<file path="config.mk">
export PLATFORM = sky130hd
export DESIGN_NAME = cache_bank
export DESIGN_NICKNAME = d
export VERILOG_FILES = /design/src/hdl/cache_bank_pkg.sv /design/src/hdl/bank_lookup.sv /design/src/hdl/bank_req_stage.sv /design/src/hdl/bank_rsp_queue.sv /design/src/hdl/cache_bank.sv
export VERILOG_INCLUDE_DIRS = /design/src /design/src/hdl
export SDC_FILE = /design/constraint.sdc
export NUM_CORES = 2
export LEC_CHECK = 0
export ABC_CLOCK_PERIOD_IN_PS = 12590
export BUFFER_PORTS_ARGS = -buffer_cell sky130_fd_sc_hd__buf_2
export CELL_PAD_IN_SITES_DETAIL_PLACEMENT = 2
export CELL_PAD_IN_SITES_GLOBAL_PLACEMENT = 2
export CORE_MARGIN = 3
export CORE_UTILIZATION = 38
export CTS_CLUSTER_DIAMETER = 80
export CTS_CLUSTER_SIZE = 14
export DETAILED_ROUTE_END_ITERATION = 10
export GPL_ROUTABILITY_DRIVEN = 0
export PLACE_DENSITY_LB_ADDON = 0.2
export SETUP_SLACK_MARGIN = 0.4
export SLEW_MARGIN = 15
export SYNTH_ARGS = -nofsm -noshare
export SYNTH_HDL_FRONTEND = slang
export SYNTH_HIERARCHICAL = 1
export SYNTH_SLANG_ARGS = --single-unit
</file>
<file path="constraint.sdc">
create_clock -name clk -period 12.59 [get_ports clk]
set_input_delay 2.518 -clock clk [delete_from_list [all_inputs] [get_ports clk]]
set_output_delay 2.518 -clock clk [all_outputs]
set_load 0.005 [all_outputs]
</file>
<file path="src/hdl/cache_bank_defs.svh">
`ifndef CACHE_BANK_DEFS_SVH
`define CACHE_BANK_DEFS_SVH

// Word geometry
`define CB_WORD_WIDTH        32
`define CB_WORD_BYTES        4

// Line geometry
`define CB_WORDS_PER_LINE    4
`define CB_WSEL_BITS         2
`define CB_LINE_WIDTH        128

// Address split into tag then index
`define CB_SET_BITS          4
`define CB_TAG_BITS          6
`define CB_LINE_ADDR_WIDTH   10
`define CB_WORD_ADDR_WIDTH   12

`define CB_CORE_TAG_WIDTH    8
`define CB_RSPQ_DEPTH        4

`endif

</file>
<file path="src/hdl/cache_bank_pkg.sv">
`include "cache_bank_defs.svh"

package cache_bank_pkg;

    typedef enum logic {
        OP_READ  = 1'b0,
        OP_WRITE = 1'b1
    } req_op_e;

    typedef enum logic [1:0] {
        ST_LOOKUP    = 2'd0,
        ST_WRITEBACK = 2'd1,
        ST_FILL_REQ  = 2'd2,
        ST_FILL_WAIT = 2'd3
    } miss_state_e;

    typedef struct packed {
        req_op_e                                      op;
        logic [`CB_WORD_BYTES-1:0]                    byteen;
        logic [`CB_WORD_ADDR_WIDTH-1:0]               addr;
        logic [`CB_WORD_WIDTH-1:0]                    data;
        logic [`CB_CORE_TAG_WIDTH-1:0]                tag;
    } core_req_t;

    typedef struct packed {
        logic [`CB_CORE_TAG_WIDTH-1:0]                tag;
        logic [`CB_WORD_WIDTH-1:0]                    data;
    } core_rsp_t;

    // Write word and byte enables already placed at their line position
    typedef struct packed {
        req_op_e                                      op;
        logic [`CB_LINE_ADDR_WIDTH-1:0]               line_addr;
        logic [`CB_WSEL_BITS-1:0]                     wsel;
        logic [`CB_LINE_WIDTH-1:0]                    data;
        logic [`CB_WORDS_PER_LINE*`CB_WORD_BYTES-1:0] mask;
        logic [`CB_CORE_TAG_WIDTH-1:0]                tag;
    } bank_req_t;

    typedef struct packed {
        logic [`CB_LINE_ADDR_WIDTH-1:0]               line_addr;
        logic [`CB_LINE_WIDTH-1:0]                    data;
    } fill_rsp_t;

    typedef struct packed {
        logic [`CB_LINE_ADDR_WIDTH-1:0]               line_addr;
        logic [`CB_LINE_WIDTH-1:0]                    data;
    } wb_req_t;

endpackage
</file>
<file path="src/hdl/bank_lookup.sv">
`include "cache_bank_defs.svh"

module bank_lookup (
    input  logic                              clk,
    input  logic                              reset,
    input  logic                              s0_valid,
    input  cache_bank_pkg::bank_req_t         s0_req,
    input  logic                              rsp_full,
    input  logic                              dram_fill_req_ready,
    input  logic                              dram_fill_rsp_valid,
    input  cache_bank_pkg::fill_rsp_t         dram_fill_rsp,
    input  logic                              dram_wb_req_ready,
    output logic                              s0_advance,
    output logic                              rsp_push,
    output cache_bank_pkg::core_rsp_t         rsp_data,
    output logic                              dram_fill_req_valid,
    output logic [`CB_LINE_ADDR_WIDTH-1:0]    dram_fill_req_addr,
    output logic                              dram_fill_rsp_ready,
    output logic                              dram_wb_req_valid,
    output cache_bank_pkg::wb_req_t           dram_wb_req
);
    import cache_bank_pkg::*;

    localparam int LINE_BYTES = `CB_WORDS_PER_LINE * `CB_WORD_BYTES;
    localparam int NUM_LINES  = 1 << `CB_SET_BITS;

    logic [`CB_TAG_BITS-1:0]   tag_mem  [NUM_LINES];
    logic [`CB_LINE_WIDTH-1:0] data_mem [NUM_LINES];
    logic [NUM_LINES-1:0]      valid_q;
    logic [NUM_LINES-1:0]      dirty_q;

    logic                      s1_valid;
    bank_req_t                 s1_req;
    miss_state_e               state;
    miss_state_e               state_next;

    logic [`CB_SET_BITS-1:0]   set_idx;
    logic [`CB_TAG_BITS-1:0]   req_tag;
    logic [`CB_LINE_WIDTH-1:0] rd_line;
    logic [`CB_LINE_WIDTH-1:0] merged_line;
    logic                      lookup_en;
    logic                      hit;
    logic                      miss;
    logic                      victim_dirty;
    logic                      s1_done;
    logic                      wr_hit;
    logic                      wb_fire;
    logic                      fill_fire;
    logic [`CB_SET_BITS-1:0]   fill_set;

    assign set_idx      = s1_req.line_addr[`CB_SET_BITS-1:0];
    assign req_tag      = s1_req.line_addr[`CB_LINE_ADDR_WIDTH-1 -: `CB_TAG_BITS];
    assign rd_line      = data_mem[set_idx];

    // Lookup only runs while no miss is in flight
    assign lookup_en    = s1_valid && (state == ST_LOOKUP);
    assign hit          = valid_q[set_idx] && (tag_mem[set_idx] == req_tag);
    assign miss         = lookup_en && !hit;
    assign victim_dirty = valid_q[set_idx] && dirty_q[set_idx];

    // A read hit waits for room in the response queue
    assign s1_done      = lookup_en && hit && ((s1_req.op == OP_WRITE) || !rsp_full);
    assign wr_hit       = s1_done && (s1_req.op == OP_WRITE);
    assign rsp_push     = s1_done && (s1_req.op == OP_READ);
    assign s0_advance   = !s1_valid || s1_done;

    assign rsp_data = '{
        tag:  s1_req.tag,
        data: rd_line[s1_req.wsel*`CB_WORD_WIDTH +: `CB_WORD_WIDTH]
    };

    always_comb begin
        merged_line = rd_line;
        for (int i = 0; i < LINE_BYTES; i++) begin
            if (s1_req.mask[i]) begin
                merged_line[i*8 +: 8] = s1_req.data[i*8 +: 8];
            end
        end
    end

    // Victim address rebuilt from stored tag and index
    assign dram_wb_req_valid   = (state == ST_WRITEBACK);
    assign dram_wb_req         = '{line_addr: {tag_mem[set_idx], set_idx}, data: rd_line};
    assign wb_fire             = dram_wb_req_valid && dram_wb_req_ready;

    assign dram_fill_req_valid = (state == ST_FILL_REQ);
    assign dram_fill_req_addr  = s1_req.line_addr;

    assign dram_fill_rsp_ready = (state == ST_FILL_WAIT);
    assign fill_fire           = dram_fill_rsp_valid && dram_fill_rsp_ready;
    assign fill_set            = dram_fill_rsp.line_addr[`CB_SET_BITS-1:0];

    always_comb begin
        state_next = state;
        case (state)
            ST_LOOKUP: begin
                if (miss) begin
                    state_next = victim_dirty ? ST_WRITEBACK : ST_FILL_REQ;
                end
            end
            ST_WRITEBACK: begin
                if (wb_fire) begin
                    state_next = ST_FILL_REQ;
                end
            end
            ST_FILL_REQ: begin
                if (dram_fill_req_ready) begin
                    state_next = ST_FILL_WAIT;
                end
            end
            ST_FILL_WAIT: begin
                if (fill_fire) begin
                    state_next = ST_LOOKUP;
                end
            end
            default: state_next = ST_LOOKUP;
        endcase
    end

    always_ff @(posedge clk) begin
        if (reset) begin
            state    <= ST_LOOKUP;
            s1_valid <= 1'b0;
            valid_q  <= '0;
            dirty_q  <= '0;
        end else begin
            state <= state_next;
            if (s0_advance) begin
                s1_valid <= s0_valid;
            end
            if (wr_hit) begin
                dirty_q[set_idx] <= 1'b1;
            end
            if (wb_fire) begin
                dirty_q[set_idx] <= 1'b0;
            end
            // Fill arrives clean
            if (fill_fire) begin
                valid_q[fill_set] <= 1'b1;
                dirty_q[fill_set] <= 1'b0;
            end
        end
    end

    always_ff @(posedge clk) begin
        if (s0_advance && s0_valid) begin
            s1_req <= s0_req;
        end
        if (wr_hit) begin
            data_mem[set_idx] <= merged_line;
        end
        if (fill_fire) begin
            data_mem[fill_set] <= dram_fill_rsp.data;
            tag_mem[fill_set]  <= dram_fill_rsp.line_addr[`CB_LINE_ADDR_WIDTH-1 -: `CB_TAG_BITS];
        end
    end

endmodule

</file>
<file path="src/hdl/bank_req_stage.sv">
`include "cache_bank_defs.svh"

module bank_req_stage (
    input  logic                      clk,
    input  logic                      reset,
    input  logic                      core_req_valid,
    input  cache_bank_pkg::core_req_t core_req,
    input  logic                      s0_advance,
    output logic                      core_req_ready,
    output logic                      s0_valid,
    output cache_bank_pkg::bank_req_t s0_req
);
    import cache_bank_pkg::*;

    logic [`CB_WSEL_BITS-1:0]                     wsel;
    logic [`CB_WORDS_PER_LINE*`CB_WORD_BYTES-1:0] line_mask;
    bank_req_t                                    req_in;

    assign wsel = core_req.addr[`CB_WSEL_BITS-1:0];

    // Reads carry an empty mask
    always_comb begin
        line_mask = '0;
        for (int w = 0; w < `CB_WORDS_PER_LINE; w++) begin
            if ((core_req.op == OP_WRITE) && (wsel == `CB_WSEL_BITS'(w))) begin
                line_mask[w*`CB_WORD_BYTES +: `CB_WORD_BYTES] = core_req.byteen;
            end
        end
    end

    assign req_in = '{
        op:        core_req.op,
        line_addr: core_req.addr[`CB_WORD_ADDR_WIDTH-1:`CB_WSEL_BITS],
        wsel:      wsel,
        data:      {`CB_WORDS_PER_LINE{core_req.data}},
        mask:      line_mask,
        tag:       core_req.tag
    };

    assign core_req_ready = !s0_valid || s0_advance;

    always_ff @(posedge clk) begin
        if (reset) begin
            s0_valid <= 1'b0;
        end else if (core_req_ready) begin
            s0_valid <= core_req_valid;
        end
    end

    always_ff @(posedge clk) begin
        if (core_req_valid && core_req_ready) begin
            s0_req <= req_in;
        end
    end

endmodule

</file>
<file path="src/hdl/bank_rsp_queue.sv">
`include "cache_bank_defs.svh"

module bank_rsp_queue (
    input  logic                      clk,
    input  logic                      reset,
    input  logic                      rsp_push,
    input  cache_bank_pkg::core_rsp_t rsp_data,
    input  logic                      core_rsp_ready,
    output logic                      rsp_full,
    output logic                      core_rsp_valid,
    output cache_bank_pkg::core_rsp_t core_rsp
);
    import cache_bank_pkg::*;

    localparam int PTR_BITS = $clog2(`CB_RSPQ_DEPTH);

    core_rsp_t           mem [`CB_RSPQ_DEPTH];
    logic [PTR_BITS-1:0] wr_ptr;
    logic [PTR_BITS-1:0] rd_ptr;
    logic [PTR_BITS:0]   count;
    logic                pop;

    assign core_rsp_valid = (count != '0);
    assign rsp_full       = (count == (PTR_BITS+1)'(`CB_RSPQ_DEPTH));
    assign core_rsp       = mem[rd_ptr];
    assign pop            = core_rsp_valid && core_rsp_ready;

    always_ff @(posedge clk) begin
        if (reset) begin
            wr_ptr <= '0;
            rd_ptr <= '0;
            count  <= '0;
        end else begin
            if (rsp_push) begin
                wr_ptr <= (wr_ptr == PTR_BITS'(`CB_RSPQ_DEPTH-1)) ? '0 : wr_ptr + 1'b1;
            end
            if (pop) begin
                rd_ptr <= (rd_ptr == PTR_BITS'(`CB_RSPQ_DEPTH-1)) ? '0 : rd_ptr + 1'b1;
            end
            // Count holds when both happen
            if (rsp_push && !pop) begin
                count <= count + 1'b1;
            end else if (pop && !rsp_push) begin
                count <= count - 1'b1;
            end
        end
    end

    always_ff @(posedge clk) begin
        if (rsp_push) begin
            mem[wr_ptr] <= rsp_data;
        end
    end

endmodule

</file>
<file path="src/hdl/cache_bank.sv">
`include "cache_bank_defs.svh"

module cache_bank (
    input  logic                              clk,
    input  logic                              reset,

    input  logic                              core_req_valid,
    input  cache_bank_pkg::core_req_t         core_req,
    output logic                              core_req_ready,

    output logic                              core_rsp_valid,
    output cache_bank_pkg::core_rsp_t         core_rsp,
    input  logic                              core_rsp_ready,

    output logic                              dram_fill_req_valid,
    output logic [`CB_LINE_ADDR_WIDTH-1:0]    dram_fill_req_addr,
    input  logic                              dram_fill_req_ready,

    input  logic                              dram_fill_rsp_valid,
    input  cache_bank_pkg::fill_rsp_t         dram_fill_rsp,
    output logic                              dram_fill_rsp_ready,

    output logic                              dram_wb_req_valid,
    output cache_bank_pkg::wb_req_t           dram_wb_req,
    input  logic                              dram_wb_req_ready
);
    import cache_bank_pkg::*;

    logic      s0_valid;
    bank_req_t s0_req;
    logic      s0_advance;
    logic      rsp_push;
    core_rsp_t rsp_data;
    logic      rsp_full;

    bank_req_stage u_req_stage (
        .clk            (clk),
        .reset          (reset),
        .core_req_valid (core_req_valid),
        .core_req       (core_req),
        .s0_advance     (s0_advance),
        .core_req_ready (core_req_ready),
        .s0_valid       (s0_valid),
        .s0_req         (s0_req)
    );

    bank_lookup u_lookup (
        .clk                 (clk),
        .reset               (reset),
        .s0_valid            (s0_valid),
        .s0_req              (s0_req),
        .rsp_full            (rsp_full),
        .dram_fill_req_ready (dram_fill_req_ready),
        .dram_fill_rsp_valid (dram_fill_rsp_valid),
        .dram_fill_rsp       (dram_fill_rsp),
        .dram_wb_req_ready   (dram_wb_req_ready),
        .s0_advance          (s0_advance),
        .rsp_push            (rsp_push),
        .rsp_data            (rsp_data),
        .dram_fill_req_valid (dram_fill_req_valid),
        .dram_fill_req_addr  (dram_fill_req_addr),
        .dram_fill_rsp_ready (dram_fill_rsp_ready),
        .dram_wb_req_valid   (dram_wb_req_valid),
        .dram_wb_req         (dram_wb_req)
    );

    bank_rsp_queue u_rsp_queue (
        .clk            (clk),
        .reset          (reset),
        .rsp_push       (rsp_push),
        .rsp_data       (rsp_data),
        .core_rsp_ready (core_rsp_ready),
        .rsp_full       (rsp_full),
        .core_rsp_valid (core_rsp_valid),
        .core_rsp       (core_rsp)
    );

endmodule

</file>
==> impl_metrics.json <==
{
  "htree_num_levels": 4,
  "die_w_um": 520,
  "postCtsHoldBufs": 0,
  "die_height_um": 520,
  "start_kind": "flip-flop",
  "relSlewSlack": 0.170,
  "rows": 188,
  "ys_ff_latch": 2587,
  "timing.final.max_slew_violations": 0,
  "critical_path_buf_inv_count": 4,
  "cpLargestDelayFamily": "buffers and inverters",
  "synth_common_cells": "edfxtp_1, mux4_2, mux2i_1, nand2_1, o21ai_0",
  "critPathSlowestCell": "dfxtp_4",
  "post-synth-top-count-cell": "edfxtp_1",
  "ys_types": 50,
  "synth_top_area_frac": 0.759,
  "fin_util": 0.429,
  "drt_wl_total_mm": 331,
  "maxCapViolCount": 0,
  "finalInstanceArea_mm2": 0.113,
  "dr.first_iter.drc_count": 5995,
  "fmax_ghz": 0.121,
  "grtUsageTotal": 0.244,
  "synthesis.nets": 4697,
  "multiInputGateArea_mm2": 0.0216,
  "cts_setup_buffers": 0,
  "route.vias.total": 49700,
  "async_flop_share": 0,
  "cts.sinks": 2587,
  "drt-pass1-iter-count": 6,
  "drive_gt1_frac": 0.323,
  "fin_crit_sh": 0.659,
  "cts_tree": "yes",
  "fin_worst_skew_ns": 0.0389,
  "cts_buffers": 206,
  "worst_pin_slew_ns": 1.24,
  "clockBufferDepth": 3,
  "arrival_ns": 5.77,
  "clk_pin_slew_ns": 0.07,
  "root_buffer": "clkbuf_16",
  "io_pins": 395,
  "register_area_mm2": 0.0772,
  "grt_pass1_vias": 53300,
  "ant_nets": 0,
  "p_leak_nw": 35.3,
  "worstSkewPairLatency_ns": 0.87,
  "vias_per_cell": 5.81,
  "worstPathCellList": "buf_12 -> buf_4 -> buf_4 -> mux4_2 -> mux4_2 -> buf_2",
  "critPathMaxStageDelay_ns": 0.98,
  "start_util": 0.382,
  "rsz0062_at_grt": "false",
  "grt_max_degree": 141,
  "cp_max_fo": 97,
  "synth_top_cell_by_area": "edfxtp_1",
  "syn-cell-area_mm2": 0.100,
  "outcome": "completed",
  "min_from": "u_req_stage/s0_req[18]$_SDFFCE_PN0P_",
  "dieArea_mm2": 0.271,
  "avgRoutedWirePerCell_um": 38.7,
  "dp.cells": 8264,
  "ys_warn_count": 6,
  "globalRouteOverflowTotal": 0,
  "synthFlopType": "edfxtp_1",
  "drc": 0,
  "cp.required_ns": 10.07,
  "hp-class": "flip-flop to flip-flop",
  "area_delta_synth_final_pct": 12.3,
  "hold_viol": 0,
  "port_buffers": 394,
  "placed_area_mm2": 0.107,
  "synth_cells": 4483,
  "power.total_w": 0.0175,
  "min_period_ns": 8.29,
  "place_hpwl_mm": 200,
  "coreArea_mm2": 0.263,
  "fin_cells": 8553,
  "p_per_area_mw_per_mm2": 155,
  "end_kind": "output port",
  "nFillCells": 23900,
  "syn_area_per_cell_um2": 22.4,
  "fin_nets": 5171,
  "synth_area_leaders": "edfxtp_1, mux4_2, mux2i_1",
  "ctsResizeCount": 0,
  "setup_viol": 0,
  "criticalPathCategory": "flip-flop to output port",
  "antenna_found_initial": 51,
  "synth_edf_count": 2538,
  "tns_ns": 0,
  "yosysSeqAreaShare": 0.768,
  "grt_pass1_wl_mm": 458,
  "peakVddDrop_uv": 150
}
[layer usage]
| metal | up-vias | wire length, µm | track usage |
|---|---|---|---|
| met5 | - | 13 | 0 |
| met4 | 2 | 8150 | 0.0602 |
| met3 | 320 | 19900 | 0.0339 |
| met2 | 1953 | 164000 | 0.407 |
| met1 | 27900 | 138000 | 0.339 |
| li1 | 19500 | - | - |
[registers in the layout, indices dropped and copies added, names as in the netlist, named ones only]
name,cells
u_lookup/s1_req,147
u_lookup/rsp_data,8
u_lookup/dram_fill_req_addr,10
u_lookup/s1_valid,1
u_rsp_queue/mem,160
u_rsp_queue/rd_ptr,2
u_rsp_queue/count,3
u_lookup/state,2
u_lookup/tag_mem,96
u_req_stage/s0_valid,1
u_rsp_queue/wr_ptr,2
u_lookup/data_mem,2048
u_lookup/dirty_q,16
u_req_stage/s0_req,69
u_lookup/valid_q,16
[metrics by stage]
step | hold WS (ns) | worst slack (ns)
floorplan | 0.400 | 2.63
global placement | 0.402 | 5.06
detailed placement | 0.409 | 5.01
CTS | 0.424 | 4.03
global route | 0.424 | 3.76
finish | 0.425 | 4.30
[worst paths after layout]
kind,endpoint,slack (ns),depth (start not counted)
worst min-delay path,u_lookup/s1_req[18]$_DFFE_PP_,0.42,0
worst min register to register,u_lookup/s1_req[18]$_DFFE_PP_,0.42,0
worst max-delay path,dram_wb_req[79],4.30,6
worst max register to register,u_lookup/data_mem[3][13]$_DFFE_PP_,5.50,11
[final cells by class]
class / instances / area share
well taps: 3515 / 0.0390
diodes: 28 / 0.000621
inverters: 13 / 0.000433
clock buffers: 240 / 0.0480
repair buffers: 613 / 0.0342
flip-flops and latches: 2587 / 0.684
multi-input cells: 1536 / 0.191
clock inverters: 21 / 0.00220
[worst reg2reg max path, cell delays in order (launching register included)]
cell	delay [ns]
dfxtp_4	0.98
buf_4	0.88
mux4_2	0.65
mux2i_1	0.23
mux2i_1	0.23
xor2_1	0.26
nor4_4	0.42
nand4b_1	0.75
o22ai_4	0.32
buf_4	0.47
buf_4	0.78
buf_12	0.65
[layout by cell type (no fill, tap or decap), drive strengths merged, types with 2 or more instances in the layout]
master  count
xor2        7
o31a        2
buf       613
xnor2       2
o211ai      2
o21ai     154
dfxtp      49
nand2     180
nand3      18
or3         5
mux4      716
nand3b      2
a211oi     27
clkbuf    240
nand4b      2
nand2b      8
and2        7
nor3       21
o21bai      2
diode      28
nor2b      32
mux2i     179
a21oi      28
edfxtp   2538
nand4       5
o21a        2
or2         5
ha         11
inv        22
a22oi       2
nor2       84
o22ai      15
mux2        7
clkinv     10
[cell families after synthesis]
family                   share of synthesized area
AO/OA/AOI/OAI                               0.0134
XOR/XNOR                                  0.000785
adder cells (fa/ha/maj)                    0.00157
buffers and inverters                       0.0199
flip-flops                                   0.768
multiplexers                                 0.179
AND/OR/NAND/NOR                             0.0167
[power breakdown]
part / switching (W) / internal [W]
clock network: 0.00300 / 0.00304
logic: 0.00105 / 0.000582
registers: 0.0000880 / 0.00969
Power figures use the tool's default switching activity.
